## config.mk

```make
export PLATFORM = sky130hd
export DESIGN_NAME = tcdm_dma_top
export DESIGN_NICKNAME = d
export VERILOG_FILES = /design/src/hdl/tcdm_dma_pkg.sv /design/src/hdl/dma_cmd_queue.sv /design/src/hdl/tcdm_cmd_unpack.sv /design/src/hdl/tcdm_bank_master.sv /design/src/hdl/tcdm_rsp_collect.sv /design/src/hdl/tcdm_dma_top.sv
export SDC_FILE = /design/constraint.sdc
export NUM_CORES = 1
export LEC_CHECK = 0
export ABC_AREA = 1
export BUFFER_PORTS_ARGS = -buffer_cell sky130_fd_sc_hd__buf_2
export CORE_ASPECT_RATIO = 1.5
export CORE_MARGIN = 1.5
export CORE_UTILIZATION = 40
export CTS_CLUSTER_DIAMETER = 200
export DETAILED_ROUTE_END_ITERATION = 10
export PLACE_DENSITY_LB_ADDON = 0.08
export SLEW_MARGIN = 10
export SYNTH_ARGS = -nofsm -noshare
export SYNTH_HDL_FRONTEND = slang
export SYNTH_SLANG_ARGS = --single-unit
```

## constraint.sdc

```tcl
create_clock -name clk_i -period 4.05 [get_ports clk_i]
set_input_delay 0.6075 -clock clk_i [delete_from_list [all_inputs] [get_ports clk_i]]
set_output_delay 0.6075 -clock clk_i [all_outputs]
set_load 0.005 [all_outputs]
```

## src/hdl/tcdm_dma_pkg.sv

```systemverilog
/*
 * Shared definitions of the TCDM DMA command path
 *  - Address, length, stream ID and bank word widths
 *  - DMA opcode encoding
 *  - Command, beat, Wishbone request/response and read response structs
 */

package tcdm_dma_pkg;

   // TCDM byte address and bank word widths
   localparam int ADDR_WIDTH = 12;
   localparam int DATA_WIDTH = 32;

   // Length field holds byte count minus one
   localparam int LEN_WIDTH  = 15;
   localparam int SID_WIDTH  = 2;

   typedef enum logic
   {
      DMA_READ  = 1'b0,
      DMA_WRITE = 1'b1
   } dma_opc_e;

   // Command as pushed by the outside controller
   typedef struct packed
   {
      dma_opc_e               opc;
      logic [LEN_WIDTH-1:0]   len;
      logic [ADDR_WIDTH-1:0]  add;
      logic [SID_WIDTH-1:0]   sid;
      logic [DATA_WIDTH-1:0]  fill;
   } dma_cmd_t;

   // One aligned 8-byte beat with the low three add bits at zero
   typedef struct packed
   {
      dma_opc_e               opc;
      logic [ADDR_WIDTH-1:0]  add;
      logic [SID_WIDTH-1:0]   sid;
      logic                   eop;
      logic [DATA_WIDTH-1:0]  fill;
   } tcdm_beat_t;

   // Wishbone classic master side of one bank
   typedef struct packed
   {
      logic                     cyc;
      logic                     stb;
      logic                     we;
      logic [ADDR_WIDTH-1:0]    adr;
      logic [DATA_WIDTH-1:0]    dat;
      logic [DATA_WIDTH/8-1:0]  sel;
   } wb_req_t;

   typedef struct packed
   {
      logic                   ack;
      logic [DATA_WIDTH-1:0]  dat;
   } wb_rsp_t;

   // Read beat result with the high word from bank 1
   typedef struct packed
   {
      logic [2*DATA_WIDTH-1:0]  data;
      logic [SID_WIDTH-1:0]     sid;
      logic                     eop;
   } tcdm_rsp_t;

endpackage

```

## src/hdl/dma_cmd_queue.sv

```systemverilog
/*
 * DMA command queue
 *  - Circular buffer of CMD_QUEUE_DEPTH commands
 *  - req/gnt handshake on the push and the pop side
 *  - Simultaneous push and pop
 */

module dma_cmd_queue
#(
   parameter int unsigned CMD_QUEUE_DEPTH = 4
)
(
   input  logic                   clk_i,
   input  logic                   rst_ni,

   input  tcdm_dma_pkg::dma_cmd_t cmd_i,
   input  logic                   cmd_req_i,
   output logic                   cmd_gnt_o,

   output tcdm_dma_pkg::dma_cmd_t cmd_o,
   output logic                   cmd_req_o,
   input  logic                   cmd_gnt_i
);
   import tcdm_dma_pkg::*;

   localparam int unsigned PTR_WIDTH = $clog2(CMD_QUEUE_DEPTH);

   // Command storage
   dma_cmd_t mem_q [CMD_QUEUE_DEPTH];

   // Extra MSB on pointers tells full from empty
   logic [PTR_WIDTH:0] wr_ptr_q;
   logic [PTR_WIDTH:0] rd_ptr_q;
   logic               full;
   logic               empty;
   logic               push;
   logic               pop;

   assign empty = (wr_ptr_q == rd_ptr_q);
   assign full  = (wr_ptr_q[PTR_WIDTH] != rd_ptr_q[PTR_WIDTH]) &&
                  (wr_ptr_q[PTR_WIDTH-1:0] == rd_ptr_q[PTR_WIDTH-1:0]);

   // Grant follows free space alone and ignores the request
   assign cmd_gnt_o = ~full;
   assign cmd_req_o = ~empty;
   assign push      = cmd_req_i & cmd_gnt_o;
   assign pop       = cmd_req_o & cmd_gnt_i;

   // Head of the queue
   assign cmd_o = mem_q[rd_ptr_q[PTR_WIDTH-1:0]];

   always_ff @(posedge clk_i, negedge rst_ni)
   begin
      if (!rst_ni)
      begin
         wr_ptr_q <= '0;
         rd_ptr_q <= '0;
      end
      else
      begin
         if (push)
            wr_ptr_q <= wr_ptr_q + 1'b1;
         if (pop)
            rd_ptr_q <= rd_ptr_q + 1'b1;
      end
   end

   always_ff @(posedge clk_i)
   begin
      if (push)
         mem_q[wr_ptr_q[PTR_WIDTH-1:0]] <= cmd_i;
   end

endmodule

```

## src/hdl/tcdm_cmd_unpack.sv

```systemverilog
/*
 * Command unpacker
 *  - Splits a DMA command into aligned 8-byte beats
 *  - Two-state FSM, first beat issued in the accept cycle
 *  - Beat counter sets end-of-transfer on the last beat
 */

module tcdm_cmd_unpack
(
   input  logic                     clk_i,
   input  logic                     rst_ni,

   input  tcdm_dma_pkg::dma_cmd_t   cmd_i,
   input  logic                     cmd_req_i,
   output logic                     cmd_gnt_o,

   output tcdm_dma_pkg::tcdm_beat_t beat_o,
   output logic                     beat_req_o,
   input  logic                     beat_gnt_i
);
   import tcdm_dma_pkg::*;

   // Wide enough for the beat index of the longest command
   localparam int CNT_WIDTH = LEN_WIDTH - 2;

   typedef enum logic
   {
      ST_IDLE,
      ST_RUN
   } state_e;

   state_e                state_q;
   state_e                state_d;

   // Beat count of the incoming command minus one
   logic [LEN_WIDTH:0]    span;
   logic [CNT_WIDTH-1:0]  beats_extra;

   // Control registers of the running command
   logic [CNT_WIDTH-1:0]  nb_q;
   logic [CNT_WIDTH-1:0]  cnt_q;

   // Payload of the running command
   logic [ADDR_WIDTH-1:0] add_q;
   dma_opc_e              opc_q;
   logic [SID_WIDTH-1:0]  sid_q;
   logic [DATA_WIDTH-1:0] fill_q;

   logic                  cmd_hs;
   logic                  beat_hs;

   //****************************************
   // Beat count
   //****************************************

   // Offset in first block plus length gives the last block index
   assign span        = {1'b0, cmd_i.len} + {{(LEN_WIDTH-2){1'b0}}, cmd_i.add[2:0]};
   assign beats_extra = span[LEN_WIDTH:3];

   assign cmd_hs  = cmd_req_i & cmd_gnt_o;
   assign beat_hs = beat_req_o & beat_gnt_i;

   //****************************************
   // FSM
   //****************************************

   always_comb
   begin
      state_d     = state_q;
      cmd_gnt_o   = 1'b0;
      beat_req_o  = 1'b0;
      beat_o.opc  = opc_q;
      beat_o.add  = add_q;
      beat_o.sid  = sid_q;
      beat_o.fill = fill_q;
      beat_o.eop  = 1'b0;

      case (state_q)
         ST_IDLE:
         begin
            // First beat straight from the queue head
            cmd_gnt_o   = beat_gnt_i;
            beat_req_o  = cmd_req_i;
            beat_o.opc  = cmd_i.opc;
            beat_o.add  = {cmd_i.add[ADDR_WIDTH-1:3], 3'b000};
            beat_o.sid  = cmd_i.sid;
            beat_o.fill = cmd_i.fill;
            // Single-beat command ends here
            beat_o.eop  = (beats_extra == '0);
            if (cmd_hs && (beats_extra != '0))
               state_d = ST_RUN;
         end

         ST_RUN:
         begin
            beat_req_o = 1'b1;
            beat_o.eop = (cnt_q == nb_q);
            if (beat_gnt_i && beat_o.eop)
               state_d = ST_IDLE;
         end

         default:
            state_d = ST_IDLE;
      endcase
   end

   always_ff @(posedge clk_i, negedge rst_ni)
   begin
      if (!rst_ni)
      begin
         state_q <= ST_IDLE;
         nb_q    <= '0;
         cnt_q   <= '0;
      end
      else
      begin
         state_q <= state_d;
         // Beat 0 goes out with the accept
         if (cmd_hs)
         begin
            nb_q  <= beats_extra;
            cnt_q <= CNT_WIDTH'(1);
         end
         else if (beat_hs)
            cnt_q <= cnt_q + 1'b1;
      end
   end

   // Next beat address steps by one bank pair
   always_ff @(posedge clk_i)
   begin
      if (cmd_hs)
      begin
         opc_q  <= cmd_i.opc;
         sid_q  <= cmd_i.sid;
         fill_q <= cmd_i.fill;
         add_q  <= {cmd_i.add[ADDR_WIDTH-1:3], 3'b000} + ADDR_WIDTH'(8);
      end
      else if (beat_hs)
         add_q <= add_q + ADDR_WIDTH'(8);
   end

endmodule

```

## src/hdl/tcdm_bank_master.sv

```systemverilog
/*
 * Bank master
 *  - Holds one beat, runs two Wishbone classic cycles in parallel
 *  - Bank 0 at the beat base, bank 1 at base+4
 *  - Per-bank done flags, read acks forwarded with sid and eop
 */

module tcdm_bank_master
(
   input  logic                                     clk_i,
   input  logic                                     rst_ni,

   input  tcdm_dma_pkg::tcdm_beat_t                 beat_i,
   input  logic                                     beat_req_i,
   output logic                                     beat_gnt_o,

   output tcdm_dma_pkg::wb_req_t [1:0]              wb_req_o,
   input  tcdm_dma_pkg::wb_rsp_t [1:0]              wb_rsp_i,

   output logic [1:0]                               rd_ack_o,
   output logic [1:0][tcdm_dma_pkg::DATA_WIDTH-1:0] rd_data_o,
   output logic [tcdm_dma_pkg::SID_WIDTH-1:0]       rd_sid_o,
   output logic                                     rd_eop_o
);
   import tcdm_dma_pkg::*;

   tcdm_beat_t beat_q;
   logic       busy_q;
   logic [1:0] done_q;

   // Bank still waiting for its ack
   logic [1:0] active;
   logic [1:0] ack;
   logic       beat_done;

   // Free only when no beat is held
   assign beat_gnt_o = ~busy_q;

   // Later ack closes the beat
   assign beat_done = busy_q & (&(done_q | ack));

   for (genvar b = 0; b < 2; b++)
   begin : gen_bank
      assign active[b] = busy_q & ~done_q[b];
      assign ack[b]    = active[b] & wb_rsp_i[b].ack;

      // cyc and stb held together until this bank acks
      assign wb_req_o[b].cyc = active[b];
      assign wb_req_o[b].stb = active[b];
      assign wb_req_o[b].we  = (beat_q.opc == DMA_WRITE);
      assign wb_req_o[b].adr = beat_q.add + ADDR_WIDTH'(4 * b);
      assign wb_req_o[b].dat = beat_q.fill;
      assign wb_req_o[b].sel = '1;

      assign rd_ack_o[b]  = ack[b] & (beat_q.opc == DMA_READ);
      assign rd_data_o[b] = wb_rsp_i[b].dat;
   end

   assign rd_sid_o = beat_q.sid;
   assign rd_eop_o = beat_q.eop;

   always_ff @(posedge clk_i, negedge rst_ni)
   begin
      if (!rst_ni)
      begin
         busy_q <= 1'b0;
         done_q <= '0;
      end
      else if (beat_req_i && beat_gnt_o)
      begin
         busy_q <= 1'b1;
         done_q <= '0;
      end
      else if (beat_done)
         busy_q <= 1'b0;
      else
         done_q <= done_q | ack;
   end

   always_ff @(posedge clk_i)
   begin
      if (beat_req_i && beat_gnt_o)
         beat_q <= beat_i;
   end

endmodule

```

## src/hdl/tcdm_rsp_collect.sv

```systemverilog
/*
 * Read response collector
 *  - Captures the two bank words of a read beat
 *  - Emits one 64-bit response with sid and eop per beat
 */

module tcdm_rsp_collect
(
   input  logic                                     clk_i,
   input  logic                                     rst_ni,

   input  logic [1:0]                               rd_ack_i,
   input  logic [1:0][tcdm_dma_pkg::DATA_WIDTH-1:0] rd_data_i,
   input  logic [tcdm_dma_pkg::SID_WIDTH-1:0]       rd_sid_i,
   input  logic                                     rd_eop_i,

   output tcdm_dma_pkg::tcdm_rsp_t                  rsp_o,
   output logic                                     rsp_valid_o
);
   import tcdm_dma_pkg::*;

   logic [1:0]                 have_q;
   logic [1:0][DATA_WIDTH-1:0] word_q;
   logic [1:0][DATA_WIDTH-1:0] word;
   logic                       both;

   // Word arriving now wins over the stored one
   for (genvar b = 0; b < 2; b++)
   begin : gen_word
      assign word[b] = rd_ack_i[b] ? rd_data_i[b] : word_q[b];
   end

   assign both = &(have_q | rd_ack_i);

   always_ff @(posedge clk_i, negedge rst_ni)
   begin
      if (!rst_ni)
      begin
         have_q      <= '0;
         rsp_valid_o <= 1'b0;
      end
      else
      begin
         have_q      <= both ? 2'b00 : (have_q | rd_ack_i);
         rsp_valid_o <= both;
      end
   end

   always_ff @(posedge clk_i)
   begin
      word_q <= word;
      // Bank 1 lands in the high word
      if (both)
      begin
         rsp_o.data <= word;
         rsp_o.sid  <= rd_sid_i;
         rsp_o.eop  <= rd_eop_i;
      end
   end

endmodule

```

## src/hdl/tcdm_dma_top.sv

```systemverilog
/*
 * TCDM DMA command path top
 *  - Command queue, beat unpacker, bank master, response collector
 *  - Sets the command queue depth
 */

module tcdm_dma_top
#(
   parameter int unsigned CMD_QUEUE_DEPTH = 4
)
(
   input  logic                        clk_i,
   input  logic                        rst_ni,

   input  tcdm_dma_pkg::dma_cmd_t      cmd_i,
   input  logic                        cmd_req_i,
   output logic                        cmd_gnt_o,

   output tcdm_dma_pkg::wb_req_t [1:0] wb_req_o,
   input  tcdm_dma_pkg::wb_rsp_t [1:0] wb_rsp_i,

   output tcdm_dma_pkg::tcdm_rsp_t     rsp_o,
   output logic                        rsp_valid_o
);
   import tcdm_dma_pkg::*;

   // Queue head toward the unpacker
   dma_cmd_t                   q_cmd;
   logic                       q_req;
   logic                       q_gnt;

   // Beat handshake
   tcdm_beat_t                 beat;
   logic                       beat_req;
   logic                       beat_gnt;

   // Read words of a beat
   logic [1:0]                 rd_ack;
   logic [1:0][DATA_WIDTH-1:0] rd_data;
   logic [SID_WIDTH-1:0]       rd_sid;
   logic                       rd_eop;

   dma_cmd_queue
   #(
      .CMD_QUEUE_DEPTH ( CMD_QUEUE_DEPTH )
   )
   u_cmd_queue
   (
      .clk_i, .rst_ni,
      .cmd_i, .cmd_req_i, .cmd_gnt_o,
      .cmd_o     ( q_cmd ),
      .cmd_req_o ( q_req ),
      .cmd_gnt_i ( q_gnt )
   );

   tcdm_cmd_unpack u_cmd_unpack
   (
      .clk_i, .rst_ni,
      .cmd_i      ( q_cmd    ),
      .cmd_req_i  ( q_req    ),
      .cmd_gnt_o  ( q_gnt    ),
      .beat_o     ( beat     ),
      .beat_req_o ( beat_req ),
      .beat_gnt_i ( beat_gnt )
   );

   tcdm_bank_master u_bank_master
   (
      .clk_i, .rst_ni,
      .beat_i     ( beat     ),
      .beat_req_i ( beat_req ),
      .beat_gnt_o ( beat_gnt ),
      .wb_req_o, .wb_rsp_i,
      .rd_ack_o   ( rd_ack   ),
      .rd_data_o  ( rd_data  ),
      .rd_sid_o   ( rd_sid   ),
      .rd_eop_o   ( rd_eop   )
   );

   tcdm_rsp_collect u_rsp_collect
   (
      .clk_i, .rst_ni,
      .rd_ack_i  ( rd_ack  ),
      .rd_data_i ( rd_data ),
      .rd_sid_i  ( rd_sid  ),
      .rd_eop_i  ( rd_eop  ),
      .rsp_o, .rsp_valid_o
   );

endmodule

```

==> PnR_summary.wiki <==
{| class="wikitable"
! Metric !! Value
|-
| Placed inst area || about 0.022 mm²
|-
| CP endpoint kind || flip-flop
|-
| Unique masters post-synth || 38
|-
| Final Instance Count excl. Fillers || approximately 2,600
|-
| Residual DRC count || 0
|-
| Relative slew slack || 0.400
|-
| Last element of the critical path || u_bank_master.rd_eop_o
|-
| Root Buffer Master || clkbuf_16
|-
| Number of antenna violations at the first check in global routing || 13
|-
| Detailed-placement wirelength estimate || approximately 28,000 µm
|-
| Crit path DAT || approximately 3.5 ns
|-
| Post-synthesis instance total || about 1,700
|-
| Vias per inst || a little under 5
|-
| Yosys synthesis warning count || 0
|-
| Slack of the worst reg-to-reg path || between 1 and 1.5 ns
|-
| Crit path launch type || flip-flop
|-
| Most frequent standard cell in the layout excluding fill and tap cells || nand2_1
|-
| Max Slew Vio Count || 0
|-
| H-Tree Depth || 2
|-
| Transition at the pin with the smallest max-transition slack || around 0.9 ns
|-
| Antenna violation net count after detailed routing || 0
|-
| Final global-route overflow total || 0
|-
| Later-pin clock latency in the skew report || 0.58 ns
|-
| Kind of critical path || flip-flop to flip-flop
|-
| Placement Rows || 99
|-
| FF-to-FF End || u_bank_master.rd_eop_o
|-
| Reported max-cap violation count || 0
|-
| Routed via count || ~12,000
|-
| Port-buffer cells || 287
|-
| Synth Cell Area || 0.0198 mm²
|-
| Wire length reported by the detailed router || 44,500 µm
|-
| CP max FO || 44
|-
| Register area share after synthesis || 0.726
|-
| Worst-case setup margin in the final layout || between 1 and 1.5 ns
|-
| CTS Sinks || 507
|-
| Leading cell types in the layout, fill and taps excluded || nand2_1, edfxtp_1, buf_2, nor2_1, o21ai_0
|-
| Number of synthesized register bits || just over 500
|-
| Setup violators final || 0
|-
| Vertical die dimension || roughly 280 µm
|-
| Fmax achieved || roughly 0.33 GHz
|-
| Source of the critical timing path || u_cmd_queue.rd_ptr_q[0]
|-
| Maximum vdd drop || 0.000440 V
|-
| Share of layout cells above drive strength 1 || 0.221
|-
| Clock tree from TritonCTS || done
|-
| Floorplan Core Area || a little under 0.05 mm²
|-
| Worst hold path class || primary input to async pin
|-
| Final weighted congestion of routability-driven global placement || approximately 0.83
|-
| Iteration count of the initial detailed-routing pass || 7
|-
| Synth Area per Inst || ~12 µm²
|-
| Initial cell density of the core || 0.406
|-
| Startpoint of the worst register-to-register path || u_cmd_queue.rd_ptr_q[0]
|-
| Wire length of the first global-routing pass || a little under 70,000 µm
|-
| Clock slew seen by the registers of the worst setup and hold paths || roughly 0.06 ns
|-
| Final design instance area without fill || between 0.02 and 0.025 mm²
|-
| Via count of the first global-routing pass || 12,200
|-
| WP data required || approximately 4.5 ns
|-
| Die Footprint || between 0.05 and 0.06 mm²
|-
| Number of design-rule violations left by the first detailed-router iteration || between 600 and 700
|-
| Post-layout nets || 2,032
|-
| LEAKAGE || roughly 9.3 nW
|-
| Width of the chip || about 180 µm
|-
| Top-level port count || around 300
|-
| Fin crit share || 0.750
|-
| Detailed-route wire length per cell || roughly 17 µm
|-
| Area Overhead vs Synth || 17.2%
|-
| # Post-CTS Setup Buffers || 0
|-
| Sum of negative setup slack || 0 ns
|-
| Status || finished clean
|-
| Power per cell area || 794 mW/mm²
|-
| CTS Buffer Depth || 3
|-
| Setup repair after global routing missed its margin || no
|-
| Pin count of the biggest net entering global routing || 63
|-
| CTS Buf Count || 49
|-
| Total GRT Usage || 0.173
|-
| Depth of the most critical reg-to-reg path || 18
|-
| Final hold violation count || 0
|-
| Min Tclk post-route || just over 3 ns
|-
| Placed Instances || 2,497
|-
| Setup slack at placement || 1.04 ns
|-
| Setup Skew || ~0.019 ns
|-
| Hold Buf Count CTS || 0
|-
| Number of cells upsized or downsized after cts || 0
|}
-- stage by stage --
stage	hold slack [ns]	util	total power, W
finish	0.161	0.476	0.0185
global route	0.225	0.476	0.0197
CTS	0.162	0.476	0.0188
detailed placement	0.405	0.442	0.0140
global placement	0.402	0.442	0.0139
floorplan	0.312	-	0.0122
-- where the power goes --
group	internal, W	switching (W)	leakage, nW
combinational	0.00175	0.00377	3.76
sequential	0.00765	0.000614	4.75
clock	0.00274	0.00193	0.816
-- worst max-delay path, cell delays in order (launching register included) --
cell and delay, ns:
dfrtp_4 0.74, inv_8 0.14, o21ai_0 0.20, o22ai_1 0.10, ha_1 0.32, nand2_1 0.06, inv_1 0.04, nand3_1 0.07
nand2_1 0.27, nand2_1 0.14, inv_1 0.12, nand2_1 0.06, nand2_1 0.07, nand2_1 0.05, nor2_1 0.11, nand2_1 0.07
nor2_1 0.14, nand3_1 0.10, nand2_1 0.07
-- per-layer routing --
layer  routed length [µm]  track usage  up-vias
met5                  109            0        -
met4                 1030       0.0563       16
met3                 2750       0.0363       80
met2                21900        0.304      376
met1                18700        0.210     5938
li1                     -            -     6081
-- logic make-up after synthesis --
group | count (synthesis) | synth area share
AO/OA/AOI/OAI | 194 | 0.0557
buffers and inverters | 178 | 0.0503
XOR/XNOR | 30 | 0.0133
adder cells (fa/ha/maj) | 9 | 0.00568
other | 2 | 0.000379
flip-flops | 507 | 0.726
AND/OR/NAND/NOR | 730 | 0.149
-- cells in the mapped netlist, drive strengths merged --
cell | count | area (µm²)
conb | 2 | 7.51
nand4 | 7 | 43.8
nand3b | 3 | 22.5
o21ai | 115 | 594
clkbuf | 39 | 146
ha | 9 | 113
edfxtp | 404 | 12100
o21a | 2 | 15.0
inv | 49 | 191
o31ai | 2 | 15.0
o22ai | 39 | 244
buf | 90 | 659
a21oi | 20 | 100
o211ai | 1 | 7.51
a32o | 9 | 90.1
nor2 | 133 | 532
dfxtp | 64 | 1280
nand2 | 515 | 1960
nor3 | 8 | 55.1
xor2 | 17 | 149
dfrtp | 39 | 976
xnor2 | 13 | 114
a31oi | 6 | 37.5
nand3 | 60 | 310
nor4 | 4 | 25.0
-- worst min path at each step --
stage and endpoint:
6_report u_cmd_unpack.nb_q[9], 5_1_grt u_cmd_unpack.cnt_q[9], 4_1_cts u_cmd_queue.rd_ptr_q[2], 3_5_place_dp u_rsp_collect.rsp_o[2]
3_3_place_gp u_rsp_collect.rsp_o[1], 2_1_floorplan u_bank_master.busy_q
-- area by class of cell --
cell class / count / area (µm²)
inverter: 49 / 191
clock inverter: 21 / 256
timing repair buffer: 308 / 1660
antenna: 4 / 10.0
sequential: 507 / 14400
multi-input combinational: 977 / 4520
clock buffer: 66 / 1400
fill: 4485 / 25600
tap: 656 / 821
-- flip-flops by register name (all words and copies together) (netlist names), 3 cells and up --
| name | cells |
|---|---|
| u_cmd_queue.rd_ptr_q | 3 |
| u_cmd_unpack.cnt_q | 13 |
| u_cmd_queue.wr_ptr_q | 3 |
| u_cmd_unpack.add_q | 9 |
| u_rsp_collect.rsp_o | 67 |
| u_bank_master.beat_q | 9 |
| u_rsp_collect.word_q | 64 |
| u_cmd_unpack.fill_q | 32 |
| u_bank_master.wb_req_o | 33 |
| u_cmd_unpack.nb_q | 13 |
| u_cmd_queue.mem_q | 248 |
No activity file was read; power rests on OpenSTA's default activity.
